==> src/design/front_cfg_pkg.sv <==
package front_cfg_pkg;

  // bundles held by each per-thread queue
  localparam int QUEUE_DEPTH = 4;

  // credits the decoder grants at reset
  localparam int BUNDLE_CREDITS = 4;

  // bundle address, counted in bundles
  localparam int ADDR_WIDTH = 16;

  localparam int BUNDLE_WIDTH = 64;

  // thread start addresses
  localparam logic [ADDR_WIDTH-1:0] THREAD0_RESET_ADDR = 16'h0000;
  localparam logic [ADDR_WIDTH-1:0] THREAD1_RESET_ADDR = 16'h0100;

endpackage

==> src/design/front_types_pkg.sv <==
package front_types_pkg;

  typedef logic [front_cfg_pkg::ADDR_WIDTH-1:0] addr_t;

  typedef logic [front_cfg_pkg::BUNDLE_WIDTH-1:0] bundle_t;

  typedef logic thread_t;

  // wide enough for 0 up to the full credit count
  typedef logic [$clog2(front_cfg_pkg::BUNDLE_CREDITS+1)-1:0] credit_t;

  // refill state per thread
  // drop marks a refill still owed by the bus after a redirect
  typedef enum logic [1:0] {
    FETCH_IDLE,
    FETCH_WAIT,
    FETCH_DROP
  } fetch_state_e;

endpackage

==> src/design/front_ifs.sv <==
// head of one thread queue
interface queue_if;
  logic                    avail;
  front_types_pkg::addr_t   addr;
  front_types_pkg::bundle_t data;
  logic                    pop;

  modport producer (output avail, output addr, output data, input pop);
  modport consumer (input avail, input addr, input data, output pop);
endinterface

// chosen bundle toward the issue register
interface issue_if;
  logic                     valid;
  front_types_pkg::thread_t thread;
  front_types_pkg::addr_t   addr;
  front_types_pkg::bundle_t data;
  logic                     accept;

  modport source (output valid, output thread, output addr, output data, input accept);
  modport sink (input valid, input thread, input addr, input data, output accept);
endinterface

==> src/design/thread_fetch.sv <==
module thread_fetch #(
  parameter int thread_id = 0
) (
  input  logic                     clk,
  input  logic                     rst,
  input  logic                     redirect,
  input  front_types_pkg::addr_t   redirect_addr,
  input  logic                     grant,
  input  logic                     bus_en,
  input  front_types_pkg::bundle_t bus_data,
  output logic                     fetch_req,
  output front_types_pkg::addr_t   fetch_addr,
  queue_if.producer                q
);

  front_types_pkg::fetch_state_e state;

  front_types_pkg::addr_t   addr_q [front_cfg_pkg::QUEUE_DEPTH];
  front_types_pkg::bundle_t data_q [front_cfg_pkg::QUEUE_DEPTH];

  logic [$clog2(front_cfg_pkg::QUEUE_DEPTH)-1:0]   wr_ptr;
  logic [$clog2(front_cfg_pkg::QUEUE_DEPTH)-1:0]   rd_ptr;
  logic [$clog2(front_cfg_pkg::QUEUE_DEPTH+1)-1:0] count;
  logic                                            push;

  // a refill landing together with a redirect is dropped
  assign push = (state == front_types_pkg::FETCH_WAIT) && bus_en && !redirect;

  // no refill requests while in reset
  assign fetch_req = !rst && (state == front_types_pkg::FETCH_IDLE) &&
                     (count < front_cfg_pkg::QUEUE_DEPTH) && !redirect;

  // hide the head while the queue is being flushed
  assign q.avail = (count != '0) && !redirect;
  assign q.addr  = addr_q[rd_ptr];
  assign q.data  = data_q[rd_ptr];

  always_ff @(posedge clk) begin
    if (rst) begin
      state      <= front_types_pkg::FETCH_IDLE;
      fetch_addr <= (thread_id == 0) ? front_cfg_pkg::THREAD0_RESET_ADDR :
                                       front_cfg_pkg::THREAD1_RESET_ADDR;
      wr_ptr     <= '0;
      rd_ptr     <= '0;
      count      <= '0;
    end else if (redirect) begin
      fetch_addr <= redirect_addr;
      wr_ptr     <= '0;
      rd_ptr     <= '0;
      count      <= '0;
      // refill still owed unless it arrives right now
      state      <= (state != front_types_pkg::FETCH_IDLE && !bus_en) ?
                    front_types_pkg::FETCH_DROP : front_types_pkg::FETCH_IDLE;
    end else begin
      if (q.pop) begin
        rd_ptr <= rd_ptr + 1'b1;
      end
      if (push) begin
        wr_ptr     <= wr_ptr + 1'b1;
        fetch_addr <= fetch_addr + 1'b1;
      end
      if (push && !q.pop) begin
        count <= count + 1'b1;
      end else if (!push && q.pop) begin
        count <= count - 1'b1;
      end
      case (state)
        front_types_pkg::FETCH_IDLE: if (grant) state <= front_types_pkg::FETCH_WAIT;
        front_types_pkg::FETCH_WAIT: if (bus_en) state <= front_types_pkg::FETCH_IDLE;
        front_types_pkg::FETCH_DROP: if (bus_en) state <= front_types_pkg::FETCH_IDLE;
        default: state <= front_types_pkg::FETCH_IDLE;
      endcase
    end
  end

  // fetch_addr still holds the requested address while waiting
  always_ff @(posedge clk) begin
    if (push) begin
      addr_q[wr_ptr] <= fetch_addr;
      data_q[wr_ptr] <= bus_data;
    end
  end

endmodule

==> src/design/bus_request_arb.sv <==
module bus_request_arb (
  input  logic                     clk,
  input  logic                     rst,
  input  logic                     fetch_req0,
  input  logic                     fetch_req1,
  input  front_types_pkg::addr_t   fetch_addr0,
  input  front_types_pkg::addr_t   fetch_addr1,
  output logic                     grant0,
  output logic                     grant1,
  output logic                     req_en,
  output front_types_pkg::thread_t req_thread,
  output front_types_pkg::addr_t   req_addr
);

  front_types_pkg::thread_t last_grant;

  // on conflict the thread not granted last time wins
  assign grant0 = fetch_req0 && (!fetch_req1 || last_grant == 1'b1);
  assign grant1 = fetch_req1 && (!fetch_req0 || last_grant == 1'b0);

  assign req_en     = grant0 || grant1;
  assign req_thread = grant1;
  assign req_addr   = grant1 ? fetch_addr1 : fetch_addr0;

  // reset to thread 1 so thread 0 wins the first tie
  always_ff @(posedge clk) begin
    if (rst) begin
      last_grant <= 1'b1;
    end else if (req_en) begin
      last_grant <= req_thread;
    end
  end

endmodule

==> src/design/thread_select.sv <==
module thread_select (
  input  logic      clk,
  input  logic      rst,
  queue_if.consumer q0,
  queue_if.consumer q1,
  issue_if.source   iss
);

  front_types_pkg::thread_t last_thread;
  front_types_pkg::thread_t pick;
  logic                     fire;

  // single thread with work takes it, otherwise alternate
  always_comb begin
    if (q0.avail && !q1.avail) begin
      pick = 1'b0;
    end else if (q1.avail && !q0.avail) begin
      pick = 1'b1;
    end else begin
      pick = ~last_thread;
    end
  end

  assign iss.valid  = q0.avail || q1.avail;
  assign iss.thread = pick;
  assign iss.addr   = pick ? q1.addr : q0.addr;
  assign iss.data   = pick ? q1.data : q0.data;

  assign fire = iss.valid && iss.accept;

  assign q0.pop = fire && (pick == 1'b0);
  assign q1.pop = fire && (pick == 1'b1);

  always_ff @(posedge clk) begin
    if (rst) begin
      last_thread <= 1'b1;
    end else if (fire) begin
      last_thread <= pick;
    end
  end

endmodule

==> src/design/bundle_issue.sv <==
module bundle_issue (
  input  logic                     clk,
  input  logic                     rst,
  input  logic                     credit_return,
  issue_if.sink                    iss,
  output logic                     bundle_valid,
  output front_types_pkg::thread_t bundle_thread,
  output front_types_pkg::addr_t   bundle_addr,
  output front_types_pkg::bundle_t bundle_data
);

  front_types_pkg::credit_t credits;
  logic                     fire;

  assign iss.accept = (credits != '0);
  assign fire       = iss.valid && iss.accept;

  // a send and a return in one cycle cancel out
  always_ff @(posedge clk) begin
    if (rst) begin
      credits      <= front_types_pkg::credit_t'(front_cfg_pkg::BUNDLE_CREDITS);
      bundle_valid <= 1'b0;
    end else begin
      bundle_valid <= fire;
      if (fire && !credit_return) begin
        credits <= credits - 1'b1;
      end else if (!fire && credit_return) begin
        credits <= credits + 1'b1;
      end
    end
  end

  always_ff @(posedge clk) begin
    if (fire) begin
      bundle_thread <= iss.thread;
      bundle_addr   <= iss.addr;
      bundle_data   <= iss.data;
    end
  end

endmodule

==> src/design/fetch_front.sv <==
module fetch_front (
  input  logic                     clk,
  input  logic                     rst,
  input  logic                     redirect,
  input  front_types_pkg::thread_t redirect_thread,
  input  front_types_pkg::addr_t   redirect_addr,
  input  logic                     bus_en,
  input  front_types_pkg::thread_t bus_thread,
  input  front_types_pkg::bundle_t bus_data,
  input  logic                     credit_return,
  output logic                     req_en,
  output front_types_pkg::thread_t req_thread,
  output front_types_pkg::addr_t   req_addr,
  output logic                     bundle_valid,
  output front_types_pkg::thread_t bundle_thread,
  output front_types_pkg::addr_t   bundle_addr,
  output front_types_pkg::bundle_t bundle_data
);

  logic                   redirect0;
  logic                   redirect1;
  logic                   bus_en0;
  logic                   bus_en1;
  logic                   fetch_req0;
  logic                   fetch_req1;
  logic                   grant0;
  logic                   grant1;
  front_types_pkg::addr_t fetch_addr0;
  front_types_pkg::addr_t fetch_addr1;

  queue_if q0 ();
  queue_if q1 ();
  issue_if iss ();

  // steer redirect and refill to their thread
  assign redirect0 = redirect && !redirect_thread;
  assign redirect1 = redirect && redirect_thread;
  assign bus_en0   = bus_en && !bus_thread;
  assign bus_en1   = bus_en && bus_thread;

  thread_fetch #(.thread_id(0)) i_fetch0 (
    .clk           (clk),
    .rst           (rst),
    .redirect      (redirect0),
    .redirect_addr (redirect_addr),
    .grant         (grant0),
    .bus_en        (bus_en0),
    .bus_data      (bus_data),
    .fetch_req     (fetch_req0),
    .fetch_addr    (fetch_addr0),
    .q             (q0)
  );

  thread_fetch #(.thread_id(1)) i_fetch1 (
    .clk           (clk),
    .rst           (rst),
    .redirect      (redirect1),
    .redirect_addr (redirect_addr),
    .grant         (grant1),
    .bus_en        (bus_en1),
    .bus_data      (bus_data),
    .fetch_req     (fetch_req1),
    .fetch_addr    (fetch_addr1),
    .q             (q1)
  );

  bus_request_arb i_arb (
    .clk         (clk),
    .rst         (rst),
    .fetch_req0  (fetch_req0),
    .fetch_req1  (fetch_req1),
    .fetch_addr0 (fetch_addr0),
    .fetch_addr1 (fetch_addr1),
    .grant0      (grant0),
    .grant1      (grant1),
    .req_en      (req_en),
    .req_thread  (req_thread),
    .req_addr    (req_addr)
  );

  thread_select i_select (
    .clk (clk),
    .rst (rst),
    .q0  (q0),
    .q1  (q1),
    .iss (iss)
  );

  bundle_issue i_issue (
    .clk           (clk),
    .rst           (rst),
    .credit_return (credit_return),
    .iss           (iss),
    .bundle_valid  (bundle_valid),
    .bundle_thread (bundle_thread),
    .bundle_addr   (bundle_addr),
    .bundle_data   (bundle_data)
  );

endmodule

==> config.mk <==
export PLATFORM = sky130hd
export DESIGN_NAME = fetch_front
export DESIGN_NICKNAME = d
export VERILOG_FILES = /design/src/design/front_cfg_pkg.sv /design/src/design/front_types_pkg.sv /design/src/design/front_ifs.sv /design/src/design/thread_fetch.sv /design/src/design/bus_request_arb.sv /design/src/design/thread_select.sv /design/src/design/bundle_issue.sv /design/src/design/fetch_front.sv
export SDC_FILE = /design/constraint.sdc
export NUM_CORES = 1
export LEC_CHECK = 0
export BUFFER_PORTS_ARGS = -buffer_cell sky130_fd_sc_hd__buf_2
export CORE_MARGIN = 2
export CORE_UTILIZATION = 30
export DETAILED_ROUTE_END_ITERATION = 6
export GPL_ROUTABILITY_DRIVEN = 0
export SETUP_SLACK_MARGIN = 0.3
export SLEW_MARGIN = 0
export SYNTH_ARGS = -nofsm -noshare
export SYNTH_HDL_FRONTEND = slang
export SYNTH_SLANG_ARGS = --single-unit
==> constraint.sdc <==
create_clock -name clk -period 6.92 [get_ports clk]
set_input_delay 0.692 -clock clk [delete_from_list [all_inputs] [get_ports clk]]
set_output_delay 0.692 -clock clk [all_outputs]
set_load 0.01 [all_outputs]
==> results.json <==
{
  "finalInstanceArea_sq_um": 35390,
  "synth-simple-area-share_pct": 3.099,
  "synth_cell_types": 54,
  "rsz0062_at_grt": "no",
  "synth-compound-area-share_pct": 1.572,
  "yosysWarnings": 0,
  "ctsRootBufferMaster": "clkbuf_16",
  "synth_top_family_by_area": "multiplexers",
  "via_per_inst": 4.873,
  "start_kind": "primary input",
  "filler_cell_count": 9246,
  "top_usage_layer": "met2",
  "drt_iter0_markers": 1351,
  "ys.flop_type": "edfxtp_1",
  "std_cell_rows": 116,
  "antenna_found_initial": 13,
  "drive_gt1_share_pct": 33.74,
  "grt.total_usage_pct": 13.55,
  "pre_cts_slack_ns": 3.138,
  "clk_pin_slew_ns": 0.06,
  "final.min_clock_period_ns": 3.770,
  "report.power.total_w": 0.01354,
  "synth-async-reset-ratio_pct": 0,
  "drc": 0,
  "met1_usage_pct": 17.87,
  "ioPinCount": 187,
  "clockBufferDepth": 3,
  "start_util_pct": 30.24,
  "drt-pass1-iter-count": 5,
  "area_delta_synth_final_pct": 17.02,
  "syn_nets": 1536,
  "die_width_um": 321.5,
  "grt_use_met2_pct": 22.18,
  "slew_headroom_pct": 32.12,
  "fin_crit_sh_pct": 54.49,
  "drv_slew": 0,
  "crit_required_ns": 6.23,
  "power.density_nw_per_um2": 382.5,
  "final_antenna_net_count": 0,
  "clock_skew_ns": 0.03090,
  "hold_viol": 0,
  "finalNetCount": 1761,
  "synth-seq-cells": 781,
  "fmax_mhz": 265.2,
  "ff_latch_area_sq_um": 22870,
  "timing.setup.tns_ns": 0,
  "muxShareOfSynthArea_pct": 16.77,
  "status": "completed",
  "synth_fa_ha_area_share_pct": 0.9019,
  "setup_viol_count_final": 0,
  "cts.sinks": 781,
  "hold_path_class": "in2reg",
  "syn-cell-area_sq_um": 30240,
  "final_cells": 3022,
  "grt_pass1_vias": 15585,
  "die_h_um": 321.5,
  "cp_max_fo": 40,
  "dp_hpwl_um": 41920,
  "cts_buffers": 86,
  "syn-instance-count": 1429,
  "place.port_buffers": 186,
  "layout.cells.most_common": "edfxtp_1",
  "wirelength_um": 70140,
  "ctsHoldBuffers": 0,
  "layout_setup_ws_ns": 3.150,
  "worst_skew_pair.late_latency_ns": 0.65,
  "synth-edff-count": 721,
  "cts_resized": 0,
  "yosysSeqAreaShare_pct": 75.56,
  "synth_top_area_share_pct": 71.59,
  "cts_htree_levels": 3,
  "place_area_sq_um": 32670,
  "cts_setup_buffers": 0,
  "synth_area_leader_cell": "edfxtp_1",
  "core-area_sq_um": 100000,
  "grt_max_degree": 48,
  "dp_cells": 2864,
  "final_cell_mix": "721 x edfxtp_1, 186 x buf_2, 160 x mux4_2",
  "tritoncts": "done",
  "use_met3_pct": 3.496,
  "synth_area_per_cell_sq_um": 21.16,
  "routedWlPerCell_um": 23.21,
  "worst_pin_slew_ns": 1.018,
  "synth-xor-area-share_pct": 0.7240,
  "grt_first_pass_wirelength_um": 102800,
  "critical_path_class": "in2out",
  "die-area_sq_um": 103400,
  "overflow": 0,
  "multi_input_area_sq_um": 7024,
  "ys_top_cells_by_area": "edfxtp_1 72%, mux4_2 12%, dfxtp_1 4.0%",
  "ir_drop_mv": 0.4991,
  "end_kind": "output pin",
  "via_count": 14725,
  "drv_cap": 0,
  "p_leak_nw": 11.52,
  "critPathArrivalTime_ns": 3.08
}
-- routing by layer --
layer | vias to the layer above | share of wire (%)
met5 | - | 0.073
li1 | 6344 | -
met2 | 462 | 48
met1 | 7797 | 43
met3 | 112 | 6.7
met4 | 10 | 1.8
-- sequential cells by signal, summed over array words and instances, names as in the netlist, 3 cells and up, named ones only --
name / count
i_issue.credits: 3
i_fetch1.count: 3
i_fetch0.data_q: 256
i_fetch0.addr_q: 64
i_fetch0.fetch_addr: 16
i_issue.bundle_addr: 16
i_issue.bundle_data: 64
i_fetch1.addr_q: 64
i_fetch1.fetch_addr: 16
i_fetch1.data_q: 256
i_fetch0.count: 3
-- report_power, final --
part	switching, W	internal (W)
combinational	0.00160	0.00143
sequential	0.000339	0.00579
clock	0.00185	0.00253
-- Yosys cell counts, types with 2 or more instances --
master / number
xor2_1: 11
o21ai_0: 11
clkbuf_1: 43
or3_1: 9
nand2_1: 31
and4_1: 3
a41oi_1: 2
dfxtp_1: 60
inv_2: 2
buf_2: 5
a311oi_1: 8
a21oi_1: 12
mux2_1: 18
nand2b_1: 7
nor2_1: 46
a22oi_1: 2
nor3_1: 15
buf_6: 9
ha_1: 17
mux4_2: 160
nand3_1: 18
a31o_1: 2
o21ai_1: 3
nand4_1: 11
xnor2_1: 14
a211oi_1: 16
and2_1: 3
fa_1: 3
and3_1: 14
mux2_4: 79
o21a_1: 2
inv_1: 21
nor4_1: 14
nand4b_1: 2
mux2i_1: 8
buf_1: 9
edfxtp_1: 721
a21o_1: 2
-- worst max-delay path: stages --
cell	delay, ns
buf_2	0.35
a21oi_1	0.59
nand3_1	0.24
a21oi_4	0.64
mux2_1	0.40
buf_2	0.15
-- cells by family (layout without fill, tap and decap cells) --
| family | Yosys count | after routing |
|---|---|---|
| DFF | 781 | 781 |
| muxes | 265 | 265 |
| and+or+nand+nor | 180 | 180 |
| buffers and inverters | 90 | 383 |
| AOI/OAI and AO/OA | 68 | 68 |
| xor gates and xnor gates | 25 | 25 |
| adders and majority gates | 20 | 20 |
| other | 0 | 2 |
-- per-stage QoR --
step                      hold WS, ns  utilization [%]
final                          0.3179            35.39
after global routing           0.2773            35.39
after CTS                      0.2537            35.39
after detailed placement       0.4932            32.67
after global placement         0.4804            32.67
after floorplan                0.4583                -
-- worst paths after layout --
check,start,to,slack (ns),cells past startpoint
max reg2reg,i_fetch0.state[1]$_SDFFE_PP0P_,i_fetch0.data_q[0][0]$_DFFE_PP_,3.84,5
min,bus_data[41],i_fetch0.data_q[2][41]$_DFFE_PP_,0.32,1
min reg2reg,i_fetch1.wr_ptr[1]$_SDFFE_PP0P_,i_fetch1.wr_ptr[1]$_SDFFE_PP0P_,0.50,2
max,rst,req_addr[2],3.15,6
-- area by class of cell --
type / count / area share, %
clock inverter: 42 / 1.099
timing repair buffer: 204 / 3.012
multi-input combinational: 558 / 19.85
sequential: 781 / 64.61
tap: 1298 / 4.589
clock buffer: 114 / 6.579
inverter: 23 / 0.2510
antenna: 2 / 0.01414
Power figures use the tool's default switching activity.
